--- src/logic/photon_pkg.sv ---
// Photon boundary stage shared definitions
// Direction cosines are signed Q1.31 and refractive index ratios signed Q2.30
// One 64-bit product word is read one way by the scatterer and another by the reflector

`default_nettype none

package photon_pkg;

	localparam int DIR_W        = 32;
	localparam int LAYER_W      = 3;
	localparam int AZ_ADDR_W    = 10;
	localparam int TRIG_INDEX_W = LAYER_W + AZ_ADDR_W;
	localparam int FRES_INDEX_W = 10;
	localparam int PROD_W       = 2 * DIR_W;
	localparam int N_MULT       = 4;

	// Fraction bits of each operand kind
	localparam int DIR_FRAC     = 31;
	localparam int RATIO_FRAC   = 30;
	// Magnitude bits kept from a product
	localparam int KEEP_W       = DIR_W - 1;

	//////////////////////////////
	// Product views

	// Q1.31 x Q1.31 with the kept part in bits 61..31
	typedef struct packed {
		logic                                sign;
		logic [PROD_W-KEEP_W-DIR_FRAC-2:0]   redundant;
		logic [KEEP_W-1:0]                   kept;
		logic [DIR_FRAC-1:0]                 low;
	} dir_prod_t;

	// Q1.31 x Q2.30 with the kept part in bits 60..30
	typedef struct packed {
		logic                                sign;
		logic [PROD_W-KEEP_W-RATIO_FRAC-2:0] redundant;
		logic [KEEP_W-1:0]                   kept;
		logic [RATIO_FRAC-1:0]               low;
	} ratio_prod_t;

	typedef union packed {
		dir_prod_t   dir_view;
		ratio_prod_t ratio_view;
	} prod_u;

endpackage

`default_nettype wire

--- src/logic/photon_scatterer.sv ---
// Azimuth scatterer
// Rotates (ux, uy) about the z axis by an angle read from the trig table;
// uz passes through unchanged

`timescale 1ns/1ns
`default_nettype none

module photon_scatterer (
	input  wire                                                   clock,
	input  wire                                                   i_rst_n,
	input  wire                                                   i_enable,
	input  wire  [photon_pkg::DIR_W-1:0]                          i_ux,
	input  wire  [photon_pkg::DIR_W-1:0]                          i_uy,
	input  wire  [photon_pkg::DIR_W-1:0]                          i_uz,
	input  wire  [photon_pkg::LAYER_W-1:0]                        i_layer,
	input  wire  [photon_pkg::DIR_W-1:0]                          i_rand_azimuth,
	input  wire  [photon_pkg::DIR_W-1:0]                          i_sinp,
	input  wire  [photon_pkg::DIR_W-1:0]                          i_cosp,
	input  wire  [photon_pkg::N_MULT-1:0][photon_pkg::PROD_W-1:0] i_prod,
	output logic [photon_pkg::TRIG_INDEX_W-1:0]                   o_trig_index,
	output logic [photon_pkg::N_MULT-1:0][photon_pkg::DIR_W-1:0]  o_op_a,
	output logic [photon_pkg::N_MULT-1:0][photon_pkg::DIR_W-1:0]  o_op_b,
	output logic [photon_pkg::DIR_W-1:0]                          o_ux,
	output logic [photon_pkg::DIR_W-1:0]                          o_uy,
	output logic [photon_pkg::DIR_W-1:0]                          o_uz
);

	import photon_pkg::*;

	logic [LAYER_W-1:0] layer_row;
	logic [DIR_W-1:0]   ux_s1;
	logic [DIR_W-1:0]   uy_s1;
	logic [DIR_W-1:0]   uz_s1;
	logic [DIR_W-1:0]   sinp_s1;
	logic [DIR_W-1:0]   cosp_s1;
	logic [DIR_W-1:0]   uz_s2;
	prod_u [N_MULT-1:0] prod_w;

	// Back to Q1.31 from a direction product
	function automatic logic [DIR_W-1:0] trim_dir(input prod_u p);
		return {p.dir_view.sign, p.dir_view.kept};
	endfunction

	// Layer 0 is outside the tissue and falls back to row 0
	assign layer_row    = (i_layer == '0) ? '0 : i_layer - 1'b1;
	assign o_trig_index = {layer_row, i_rand_azimuth[AZ_ADDR_W-1:0]};

	//////////////////////////////
	// Operand stage

	always_ff @(posedge clock) begin
		if (i_enable) begin
			ux_s1   <= i_ux;
			uy_s1   <= i_uy;
			uz_s1   <= i_uz;
			sinp_s1 <= i_sinp;
			cosp_s1 <= i_cosp;
			// uz waits while the bank multiplies
			uz_s2   <= uz_s1;
		end
	end

	// cosp*ux, sinp*uy, sinp*ux, cosp*uy
	assign o_op_a[0] = cosp_s1;
	assign o_op_b[0] = ux_s1;
	assign o_op_a[1] = sinp_s1;
	assign o_op_b[1] = uy_s1;
	assign o_op_a[2] = sinp_s1;
	assign o_op_b[2] = ux_s1;
	assign o_op_a[3] = cosp_s1;
	assign o_op_b[3] = uy_s1;

	//////////////////////////////
	// Rotation result

	assign prod_w = i_prod;

	always_ff @(posedge clock) begin
		if (!i_rst_n) begin
			o_ux <= '0;
			o_uy <= '0;
			o_uz <= '0;
		end else if (i_enable) begin
			o_ux <= trim_dir(prod_w[0]) - trim_dir(prod_w[1]);
			o_uy <= trim_dir(prod_w[2]) + trim_dir(prod_w[3]);
			o_uz <= uz_s2;
		end
	end

endmodule

`default_nettype wire

--- config.mk ---
export PLATFORM = sky130hd
export DESIGN_NAME = photon_scatterer
export DESIGN_NICKNAME = d
export VERILOG_FILES = /design/src/logic/photon_pkg.sv /design/src/logic/photon_scatterer.sv
export SDC_FILE = /design/constraint.sdc
export NUM_CORES = 1
export LEC_CHECK = 0
export BUFFER_PORTS_ARGS = -buffer_cell sky130_fd_sc_hd__clkbuf_2
export CAP_MARGIN = 10
export CORE_AREA = 2 2 320 322
export DETAILED_ROUTE_END_ITERATION = 8
export DIE_AREA = 0 0 322 324
export MAX_ROUTING_LAYER = met4
export PLACE_DENSITY_LB_ADDON = 0.05
export SYNTH_ARGS = -nofsm -noshare
export SYNTH_HDL_FRONTEND = slang
export SYNTH_SLANG_ARGS = --single-unit
--- constraint.sdc ---
create_clock -name clock -period 9.5 [get_ports clock]
set_clock_uncertainty 0.2 [all_clocks]
set_input_delay 1.9 -clock clock [delete_from_list [all_inputs] [get_ports clock]]
set_output_delay 1.9 -clock clock [all_outputs]
set_load 0.02 [all_outputs]
==> out/metrics.csv <==
stage,metric,value,unit
yosys,yosysSeqAreaShare,0.5524,
detailed_routing,vias_per_cell,3.588,
clocking,clockRootBuffer,clkbuf_16,
worst_setup_path,arrival,2.60,ns
layout,num-nets-final,2246,
sta,fmaxAchievable,0.2129,GHz
floorplanning,die_x,322,um
min_path,hold_depth,0,
clocking,cts_made_buffers,43,
yosys,netlist_top_cells_area,"edfxtp_1 (41%), dfxtp_1 (14%), buf_4 (7.4%)",
clocking,cts_tree,yes,
detailed_routing,vias,11070,
worst_setup_path,critPathRequiredTime,7.40,ns
floorplanning,coreArea,0.1010,mm^2
min_path,min_to,uz_s2[4]$_DFFE_PP_,
floorplanning,die_h,324,um
sta,rsz0062_at_grt,false,
worst_setup_path,rr_startpoint,o_uy[26]$_SDFFE_PN0P_,
global_routing,grt_max_degree,59,
floorplanning,core.rowCount,117,
global_routing,track_usage,0.1291,
clocking,cts-hold-fix-buffers,0,
clocking,post_cts_resized,0,
min_path,worstHoldStart,uz_s1[4]$_DFFE_PP_,
yosys,synth_seq_cells,288,
placed_design,hpwlAfterDp,54.66,mm
layout,nFillCells,11180,
job,maxCapViolations,0,
clocking,post_cts_buffers,0,
yosys,synth_top_area_cell,edfxtp_1,
power_and_ir_drop,seqPwrFrac,0.375,
worst_setup_path,reg2reg_depth,3,
detailed_routing,wl_per_cell,21.91,um
sta,slew_viol_final,0,
placed_design,gp_congestion,0.8060,
clocking,path_clk_slew,0.05,ns
power_and_ir_drop,leakage,8.551,nW
yosys,synth_common_cells,"edfxtp_1 (192), buf_4 (138), dfxtp_1 (96)",
yosys,synth_nets,1723,
yosys,avgSynthCellArea,11.57,um^2
layout,stdcell_count,3086,
yosys,async_flop_share,0,
floorplanning,dieArea,0.1043,mm^2
worst_setup_path,r2r_slack,8.37,ns
min_path,hold_class,reg2reg,
yosys,yosysMostFrequentCell,edfxtp_1,
yosys,synth_top_area_frac,0.4143,
sta,slew_headroom,0.3944,
worst_setup_path,cp-start-kind,input pin,
sta,fin_tns_setup,0,ns
power_and_ir_drop,pwr-share-comb,0.187,
clocking,clkLatencyLatePin,0.61,ns
global_routing,grt_pass1_wl,90.71,mm
worst_setup_path,worstPathMaxFanout,3,
sta,setup_viol,0,
detailed_routing,antenna_left,0,
worst_setup_path,cp-end-kind,primary output,
sta,period_share,0.4944,
layout,drive_gt1_frac,0.4239,
clocking,cts.path.max_buffers,3,
yosys,syn-cell-area,0.01392,mm^2
detailed_routing,firstDrtPassIters,4,
floorplanning,floorplan.initialDensity,0.1378,
layout,area_delta_synth_final,38.33,%
worst_setup_path,reg2reg_to,o_uy[26]$_SDFFE_PN0P_,
clocking,cts_num_sinks,288,
detailed_routing,initialDrtViolationCount,427,
detailed_routing,wl,67.62,mm
sta,hold_violations,0,
power_and_ir_drop,swShare,0.3092,
yosys,ys_warn_count,0,
sta,finalCriticalPeriod,4.697,ns
power_and_ir_drop,powerDensity,209.5,mW/mm^2
floorplanning,io_pins,819,
status,status,completed,
global_routing,grt_pass1_vias,11370,
yosys,ys_types,76,
global_routing,antenna_found_initial,23,
sta,max_slew.worst_pin.slew,0.8986,ns
power_and_ir_drop,vdd_drop_max,0.1156,mV
power_and_ir_drop,internal-power,2.786,mW
power_and_ir_drop,pwr-share-clk,0.437,
clocking,htreeDepth,2,
power_and_ir_drop,netSwitchingPower,1.247,mW
placed_design,port_buffers,648,
detailed_routing,post-route-drc-count,0,
worst_setup_path,crit_type,in2out,
yosys,synth_cells,1203,
yosys,ys.flop_type,edfxtp_1,
placed_design,placed_cells,2990,
yosys,synth_enable_flop_cells,192,
global_routing,globalRoute.totalOverflow,0,
==> per-layer routing <==
| metal | track usage | share of wire | vias up |
|---|---|---|---|
| met2 | 0.2247 | 0.51 | 430 |
| met3 | 0.05444 | 0.091 | 74 |
| met4 | 0.02627 | 0.017 | 0 |
| met1 | 0.1364 | 0.38 | 5279 |
| met5 | - | 0 | - |
| li1 | - | - | 5291 |
==> stage by stage <==
step                      utilization  setup slack (ns)  area (um^2)  total power, mW  hold slack (ns)
after floorplan                     -             4.838        13920            2.006           0.2003
after global placement         0.1751             4.339        17690            2.325           0.2025
after CTS                      0.1902             4.792        19210            4.157           0.1992
after global routing           0.1906             4.752        19250            4.252           0.1970
final                          0.1906             4.803        19250            4.033           0.2042
after detailed placement       0.1751             4.357        17690            2.319           0.2045
==> placed cells by master, fill, tap and decap left out, drive strengths merged, types with 5 or more instances in the layout <==
cell type	instances
mux2i	56
clkinv	12
edfxtp	192
o21ai	54
nor2b	60
o311ai	5
nand3	23
a21boi	5
nand2	75
inv	52
dfxtp	96
xor2	14
nand4	11
or3	5
buf	13
a211oi	5
xnor2	27
diode	17
nor3	12
o211ai	11
nand2b	5
a21oi	65
o31ai	7
nor2	57
a21o	29
o21a	10
bufinv	7
o211a	5
nand4b	5
o21bai	6
a31oi	5
clkbuf	702
ha	64
nand3b	5
==> worst max path at each step <==
stage                                 end        from  depth (start not counted)  slack, ns
floorplan                o_trig_index[11]  i_layer[0]                          3       4.84
global placement    o_ux[28]$_SDFFE_PN0P_  i_prod[31]                         12       4.34
detailed placement  o_ux[28]$_SDFFE_PN0P_  i_prod[31]                         12       4.36
CTS                      o_trig_index[11]  i_layer[0]                          5       4.79
global route             o_trig_index[11]  i_layer[0]                          5       4.75
finish                   o_trig_index[11]  i_layer[0]                          5       4.80
==> flip-flops by register name, summed over array words and instances, names as in the netlist <==
register and flops:
cosp_s1 32, o_ux 32, o_uy 32, o_uz 32, sinp_s1 32, ux_s1 32
uy_s1 32, uz_s1 32, uz_s2 32
==> worst max-delay path, cell delays in order <==
cell and delay, ns:
clkbuf_2 0.10, nor2_1 0.15, inv_1 0.07, o21ai_0 0.17, clkbuf_2 0.21
==> logic make-up after synthesis <==
group / Yosys count / synth area share
DFF: 288 / 0.5524
and+or+nand+nor: 277 / 0.1012
AOI/OAI and AO/OA: 242 / 0.1173
buffers and inverters: 230 / 0.1002
adders and majority gates: 66 / 0.06042
muxes: 59 / 0.04270
xor gates and xnor gates: 41 / 0.02580
==> layout make-up <==
type / instances / area, um^2 / area share
tap: 1309 / 1638 / 0.08507
inverter: 49 / 183.9 / 0.009554
clock buffer: 56 / 1175 / 0.06103
antenna: 17 / 42.54 / 0.002210
clock inverter: 23 / 349.1 / 0.01813
timing repair buffer: 659 / 3338 / 0.1734
multi-input combinational: 685 / 4838 / 0.2513
sequential: 288 / 7687 / 0.3993
==> power groups by stage <==
stage          combinational, mW  sequential (mW)  clock, mW
2_1_floorplan              0.382             1.62          0
3_3_place_gp               0.783             1.54          0
3_5_place_dp               0.779             1.54          0
4_1_cts                    0.781             1.52       1.86
5_1_grt                    0.828             1.53       1.90
6_report                   0.755             1.51       1.76
Note: power is estimated with default switching activity, not from simulation.
