### src/logic/photon_pkg.sv
// Photon boundary stage shared definitions
// Direction cosines are signed Q1.31 and refractive index ratios signed Q2.30
// One 64-bit product word is read one way by the scatterer and another by the reflector

`default_nettype none

package photon_pkg;

	localparam int DIR_W        = 32;
	localparam int LAYER_W      = 3;
	localparam int AZ_ADDR_W    = 10;
	localparam int TRIG_INDEX_W = LAYER_W + AZ_ADDR_W;
	localparam int FRES_INDEX_W = 10;
	localparam int PROD_W       = 2 * DIR_W;
	localparam int N_MULT       = 4;

	// Fraction bits of each operand kind
	localparam int DIR_FRAC     = 31;
	localparam int RATIO_FRAC   = 30;
	// Magnitude bits kept from a product
	localparam int KEEP_W       = DIR_W - 1;

	//////////////////////////////
	// Product views

	// Q1.31 x Q1.31 with the kept part in bits 61..31
	typedef struct packed {
		logic                                sign;
		logic [PROD_W-KEEP_W-DIR_FRAC-2:0]   redundant;
		logic [KEEP_W-1:0]                   kept;
		logic [DIR_FRAC-1:0]                 low;
	} dir_prod_t;

	// Q1.31 x Q2.30 with the kept part in bits 60..30
	typedef struct packed {
		logic                                sign;
		logic [PROD_W-KEEP_W-RATIO_FRAC-2:0] redundant;
		logic [KEEP_W-1:0]                   kept;
		logic [RATIO_FRAC-1:0]               low;
	} ratio_prod_t;

	typedef union packed {
		dir_prod_t   dir_view;
		ratio_prod_t ratio_view;
	} prod_u;

endpackage

`default_nettype wire

### src/logic/photon_reflector.sv
// Boundary reflector
// Fresnel decision against the reflectance table, then either a mirror of uz
// or a transmission into the neighbouring layer with index-ratio scaling

`timescale 1ns/1ns
`default_nettype none

module photon_reflector #(
	parameter int NUM_LAYERS = 5,
	parameter logic [NUM_LAYERS-1:0][photon_pkg::DIR_W-1:0] N_RATIO_DOWN =
		{NUM_LAYERS{32'h4000_0000}},
	parameter logic [NUM_LAYERS-1:0][photon_pkg::DIR_W-1:0] N_RATIO_UP =
		{NUM_LAYERS{32'h4000_0000}}
) (
	input  wire                                        clock,
	input  wire                                        i_rst_n,
	input  wire                                        i_enable,
	input  wire  [photon_pkg::DIR_W-1:0]               i_ux,
	input  wire  [photon_pkg::DIR_W-1:0]               i_uy,
	input  wire  [photon_pkg::DIR_W-1:0]               i_uz,
	input  wire  [photon_pkg::LAYER_W-1:0]             i_layer,
	input  wire  [photon_pkg::DIR_W-1:0]               i_rand_fresnel,
	input  wire  [photon_pkg::DIR_W-1:0]               i_up_r_fresnel,
	input  wire  [photon_pkg::DIR_W-1:0]               i_down_r_fresnel,
	input  wire  [photon_pkg::PROD_W-1:0]              i_prod0,
	input  wire  [photon_pkg::PROD_W-1:0]              i_prod1,
	output logic [photon_pkg::FRES_INDEX_W-1:0]        o_fres_index,
	output logic [1:0][photon_pkg::DIR_W-1:0]          o_op_a,
	output logic [1:0][photon_pkg::DIR_W-1:0]          o_op_b,
	output logic [photon_pkg::DIR_W-1:0]               o_ux,
	output logic [photon_pkg::DIR_W-1:0]               o_uy,
	output logic [photon_pkg::DIR_W-1:0]               o_uz,
	output logic [photon_pkg::LAYER_W-1:0]             o_layer,
	output logic                                       o_dead
);

	import photon_pkg::*;

	// Layer number just below the deepest tissue layer
	localparam logic [LAYER_W-1:0] LAYER_BELOW = LAYER_W'(NUM_LAYERS + 1);

	logic               going_up;
	logic [DIR_W-1:0]   uz_mag;
	logic [DIR_W-1:0]   r_fresnel;
	logic               reflect;
	logic [LAYER_W-1:0] layer_next;
	logic [DIR_W-1:0]   ratio;
	logic [DIR_W-1:0]   ux_s1;
	logic [DIR_W-1:0]   uy_s1;
	logic [DIR_W-1:0]   uz_s1;
	logic [DIR_W-1:0]   ratio_s1;
	logic               refl_s1;
	logic [LAYER_W-1:0] layer_s1;
	logic [LAYER_W-1:0] layer_next_s1;
	logic [DIR_W-1:0]   ux_s2;
	logic [DIR_W-1:0]   uy_s2;
	logic [DIR_W-1:0]   uz_s2;
	logic               refl_s2;
	logic [LAYER_W-1:0] layer_s2;
	logic [LAYER_W-1:0] layer_next_s2;
	prod_u              prod0_w;
	prod_u              prod1_w;

	//////////////////////////////
	// Fresnel lookup and decision

	assign going_up     = i_uz[DIR_W-1];
	assign uz_mag       = going_up ? -i_uz : i_uz;
	assign o_fres_index = uz_mag[DIR_W-2 -: FRES_INDEX_W];

	assign r_fresnel  = going_up ? i_up_r_fresnel : i_down_r_fresnel;
	assign reflect    = {1'b0, i_rand_fresnel[DIR_W-2:0]} < r_fresnel;
	assign layer_next = going_up ? i_layer - 1'b1 : i_layer + 1'b1;

	// Ratio for the boundary being crossed and zero outside the tissue
	always_comb begin
		ratio = '0;
		if (i_layer != '0 && i_layer <= NUM_LAYERS) begin
			if (going_up)
				ratio = N_RATIO_UP[i_layer - 1'b1];
			else
				ratio = N_RATIO_DOWN[i_layer - 1'b1];
		end
	end

	//////////////////////////////
	// Pipeline stages

	always_ff @(posedge clock) begin
		if (!i_rst_n) begin
			refl_s1       <= 1'b0;
			layer_s1      <= '0;
			layer_next_s1 <= '0;
			refl_s2       <= 1'b0;
			layer_s2      <= '0;
			layer_next_s2 <= '0;
		end else if (i_enable) begin
			refl_s1       <= reflect;
			layer_s1      <= i_layer;
			layer_next_s1 <= layer_next;
			refl_s2       <= refl_s1;
			layer_s2      <= layer_s1;
			layer_next_s2 <= layer_next_s1;
		end
	end

	always_ff @(posedge clock) begin
		if (i_enable) begin
			ux_s1    <= i_ux;
			uy_s1    <= i_uy;
			uz_s1    <= i_uz;
			ratio_s1 <= ratio;
			ux_s2    <= ux_s1;
			uy_s2    <= uy_s1;
			uz_s2    <= uz_s1;
		end
	end

	// ux*ratio and uy*ratio on the two shared multipliers
	assign o_op_a[0] = ux_s1;
	assign o_op_b[0] = ratio_s1;
	assign o_op_a[1] = uy_s1;
	assign o_op_b[1] = ratio_s1;

	assign prod0_w = i_prod0;
	assign prod1_w = i_prod1;

	always_ff @(posedge clock) begin
		if (!i_rst_n) begin
			o_ux    <= '0;
			o_uy    <= '0;
			o_uz    <= '0;
			o_layer <= '0;
			o_dead  <= 1'b0;
		end else if (i_enable) begin
			if (refl_s2) begin
				o_ux    <= ux_s2;
				o_uy    <= uy_s2;
				o_uz    <= -uz_s2;
				o_layer <= layer_s2;
				o_dead  <= 1'b0;
			end else begin
				o_ux    <= {prod0_w.ratio_view.sign, prod0_w.ratio_view.kept};
				o_uy    <= {prod1_w.ratio_view.sign, prod1_w.ratio_view.kept};
				o_uz    <= uz_s2;
				o_layer <= layer_next_s2;
				o_dead  <= (layer_next_s2 == '0) || (layer_next_s2 == LAYER_BELOW);
			end
		end
	end

endmodule

`default_nettype wire

### config.mk
export PLATFORM = sky130hd
export DESIGN_NAME = photon_reflector
export DESIGN_NICKNAME = d
export VERILOG_FILES = /design/src/logic/photon_pkg.sv /design/src/logic/photon_reflector.sv
export SDC_FILE = /design/constraint.sdc
export NUM_CORES = 1
export LEC_CHECK = 0
export ABC_AREA = 1
export BUFFER_PORTS_ARGS = -buffer_cell sky130_fd_sc_hd__buf_2
export CAP_MARGIN = 40
export CORE_AREA = 8 8 214 216
export CTS_CLUSTER_SIZE = 20
export DETAILED_ROUTE_END_ITERATION = 6
export DIE_AREA = 0 0 222 224
export PLACE_DENSITY = 0.59
export SLEW_MARGIN = 20
export SYNTH_ARGS = -nofsm -noshare
export SYNTH_HDL_FRONTEND = slang
export SYNTH_SLANG_ARGS = --single-unit
export TNS_END_PERCENT = 20
### constraint.sdc
create_clock -name clock -period 4.45 [get_ports clock]
set_input_delay 0.89 -clock clock [delete_from_list [all_inputs] [get_ports clock]]
set_output_delay 0.89 -clock clock [all_outputs]
set_load 0.01 [all_outputs]
==> flow_metrics.py <==
metrics = {
    "power_and_ir_drop": {
        "p_int_mw": 5.26,
        "power.share.combinational": 0.118,
        "ir_drop_mv": 0.291,
        "switching_power_mw": 1.77,
        "seq_power_share": 0.479,
        "power_leakage_nw": 8.00,
        "clockPowerShare": 0.402,
        "sw_frac_of_total": 0.252,
        "power.density_nw_per_um2": 418,
    },
    "drt": {
        "wl_per_cell_um": 17.2,
        "drc": 0,
        "drt_wl_total_mm": 38.7,
        "dr_total_vias": 9963,
        "drt-initial-drc-count": 532,
        "dr.pass1.iters": 5,
        "via_per_inst": 4.44,
        "ant_nets": 0,
    },
    "die": {
        "start_util": 0.310,
        "fp.dieW_um": 222,
        "core_area_um2": 42500,
        "die_area_um2": 49700,
        "core.rowCount": 76,
        "top_level_ports": 564,
        "die_h_um": 224,
    },
    "critical_path": {
        "slowest_stage": "xor2_1",
        "r2r_start": "refl_s2",
        "cp_max_fo": 4,
        "crit_chain": "buf_2, nor2_1, nand2_1, nor2_1, nand2_1, nor2_1, nand2_1, nor2_2, nand2_1, o21ai_1, xor2_1, buf_2",
        "regToRegEndpoint": "o_ux[6]",
        "cp_common_cell": "nand2_1",
        "worstPathRequired_ns": 3.56,
        "cp.depth": 12,
        "startpoint_type": "input port",
        "crit_type": "in2out",
        "slowest_delay_ns": 0.20,
        "critPathBufInv": 2,
        "ff2ff_setup_slack_ns": 2.22,
        "arrival_ns": 2.46,
        "critical_path.top_delay_family": "simple AND/OR/NAND/NOR gates",
        "worst_setup_path_end_kind": "output pin",
        "worstSetupStartpoint": "i_uz[1]",
        "worst-r2r-cell-count": 6,
        "endpoint": "o_fres_index[7]",
    },
    "finish": {
        "finalInstanceArea_um2": 16800,
        "fin_nets": 2029,
        "final_common_cell": "buf_2",
        "drive_above_1_share": 0.308,
        "fill_cells": 4201,
        "area_delta_synth_final_pct": 27.7,
        "mostFrequentLayoutCells": "buf_2 (434), nand2_1 (227), edfxtp_1 (193)",
        "fin_cells": 2245,
    },
    "sta": {
        "worst_slew_pin_slew_ns": 0.861,
        "slew_violations": 0,
        "setup_viol": 0,
        "min_period_ns": 3.35,
        "timing.final.crit_share": 0.753,
        "hold_violations": 0,
        "clock_skew_ns": 0.0217,
        "finalSetupTns_ns": 0,
        "max_slew_margin": 0.426,
        "fmax_ghz": 0.298,
        "rsz0062_at_grt": "no",
    },
    "synth": {
        "synth.area.top_cells": "edfxtp_1 (44%), dfxtp_1 (17%), nand2_1 (6.5%)",
        "ys_ff_latch": 307,
        "synth_top_area_frac": 0.440,
        "yosys.area.top_type": "edfxtp_1",
        "synth.distinct_cells": 41,
        "yosys_warnings": 0,
        "synth_area_um2": 13200,
        "seq_area_frac_synth": 0.613,
        "syn_inst": 1251,
        "synth_area_per_cell_um2": 10.5,
    },
    "global_routing": {
        "grt_remaining_overflow": 0,
        "grt_max_degree": 162,
        "grt_pass1_wl_mm": 57.8,
        "antenna_found_initial": 8,
        "grt_use_total": 0.147,
        "grt_pass1_vias": 10083,
    },
    "job": {
        "cap_violations": 0,
    },
    "place": {
        "placedInstanceArea_um2": 15700,
        "dp.cells": 2179,
        "gp_congestion": 0.805,
        "hpwl_mm": 28.7,
        "port_buffers": 436,
    },
    "clocking": {
        "cts_tree": "built",
        "insertion_delay_ns": 0.54,
        "hold_buffers": 0,
        "post_cts_buffers": 0,
        "cts-buffers-inserted": 35,
        "cts_max_level": 2,
        "cts-resized-gates": 0,
        "cts.path.max_buffers": 3,
        "root_buffer": "clkbuf_16",
        "clkSinkCount": 307,
        "clk_pin_slew_ns": 0.06,
    },
    "worst_hold_path": {
        "hp-class": "reg2reg",
    },
    "outcome": {
        "status": "finished clean",
    },
}
==> per-layer routing <==
layer | vias to the layer above | global-route usage | share of wire
li1 | 4971 | - | -
met1 | 4595 | 0.167 | 0.40
met2 | 316 | 0.259 | 0.50
met3 | 67 | 0.0475 | 0.072
met4 | 14 | 0.0524 | 0.025
met5 | - | 0 | 0.0022
==> synthesized netlist by cell type <==
| library cell | count |
|---|---|
| nand2_1 | 227 |
| clkbuf_1 | 31 |
| mux2i_1 | 30 |
| o21ai_4 | 1 |
| conb_1 | 1 |
| dfxtp_1 | 114 |
| nand3_1 | 82 |
| o31ai_1 | 1 |
| o221ai_1 | 7 |
| nor2_2 | 2 |
| nand3b_1 | 2 |
| a211oi_1 | 2 |
| xnor2_1 | 11 |
| fa_1 | 1 |
| nor2_4 | 1 |
| inv_2 | 9 |
| buf_2 | 15 |
| buf_4 | 63 |
| xor2_1 | 18 |
| nand2_4 | 2 |
| nor2_8 | 1 |
| and2_0 | 1 |
| or2_1 | 2 |
| nand2_2 | 2 |
| nor3_1 | 6 |
| nor4_1 | 2 |
| ha_1 | 31 |
| buf_1 | 13 |
| inv_1 | 122 |
| a21oi_1 | 38 |
| clkinv_1 | 1 |
| o21ai_1 | 16 |
| o21ai_0 | 38 |
| nand4_1 | 5 |
| o31ai_2 | 1 |
| o211ai_1 | 77 |
| or2_4 | 1 |
| nand3_2 | 1 |
| edfxtp_1 | 193 |
| nor2_1 | 78 |
| o21ai_2 | 2 |
==> area by class of cell <==
cell class | count | area [um2] | share of cell area
clock buffer | 44 | 971 | 0.0577
antenna | 1 | 2.50 | 0.000149
clock inverter | 20 | 168 | 0.00996
inverter | 132 | 495 | 0.0294
sequential | 307 | 8080 | 0.480
timing repair buffer | 444 | 2310 | 0.137
tap | 546 | 683 | 0.0406
multi-input combinational | 751 | 4120 | 0.245
==> logic make-up (layout without fill, tap and decap cells) <==
kind of cell | count (synthesis) | after routing | share of synthesized area
AO/OA/AOI/OAI | 183 | 183 | 0.0887
XOR/XNOR | 29 | 29 | 0.0193
buffers and inverters | 254 | 640 | 0.0917
flip-flops | 307 | 307 | 0.613
multiplexers | 30 | 30 | 0.0228
other | 1 | 63 | 0.000284
adder cells (fa/ha/maj) | 32 | 32 | 0.0309
AND/OR/NAND/NOR | 415 | 415 | 0.134
==> worst reg2reg max path: cells and delay by family, from the launching register on <==
| kind | cells | cell delay, ns |
|---|---|---|
| and+or+nand+nor | 2 | 0.34 |
| AOI/OAI and AO/OA | 1 | 0.10 |
| DFF | 1 | 0.48 |
| buffers and inverters | 3 | 1.27 |
==> stage by stage <==
step / util / hold WS, ns / power [mW] / setup WS [ns]
floorplan: - / 0.400 / 3.88 / 1.68
global placement: 0.369 / 0.404 / 4.25 / 1.09
detailed placement: 0.369 / 0.405 / 4.28 / 1.05
CTS: 0.395 / 0.395 / 7.17 / 1.05
global route: 0.396 / 0.407 / 7.37 / 0.901
finish: 0.396 / 0.400 / 7.04 / 1.10
==> power by group through the flow <==
stage	registers [mW]	clock network (mW)	logic, mW
after floorplan	3.46	0	0.417
after global placement	3.43	0	0.826
after detailed placement	3.44	0	0.840
after CTS	3.38	2.95	0.844
after global routing	3.40	3.04	0.931
final	3.37	2.83	0.831
==> how the worst min path moves through the flow <==
| stage | depth (start not counted) | startpoint | slack [ns] | endpoint |
|---|---|---|---|---|
| floorplan | 0 | uz_s1[0] | 0.40 | uz_s2[0] |
| global placement | 0 | uz_s1[31] | 0.40 | uz_s2[31] |
| detailed placement | 0 | uz_s1[11] | 0.40 | uz_s2[11] |
| CTS | 0 | uz_s1[11] | 0.39 | uz_s2[11] |
| global route | 0 | uz_s1[11] | 0.41 | uz_s2[11] |
| finish | 0 | uz_s1[11] | 0.40 | uz_s2[11] |
Note: power is estimated with default switching activity, not from simulation.
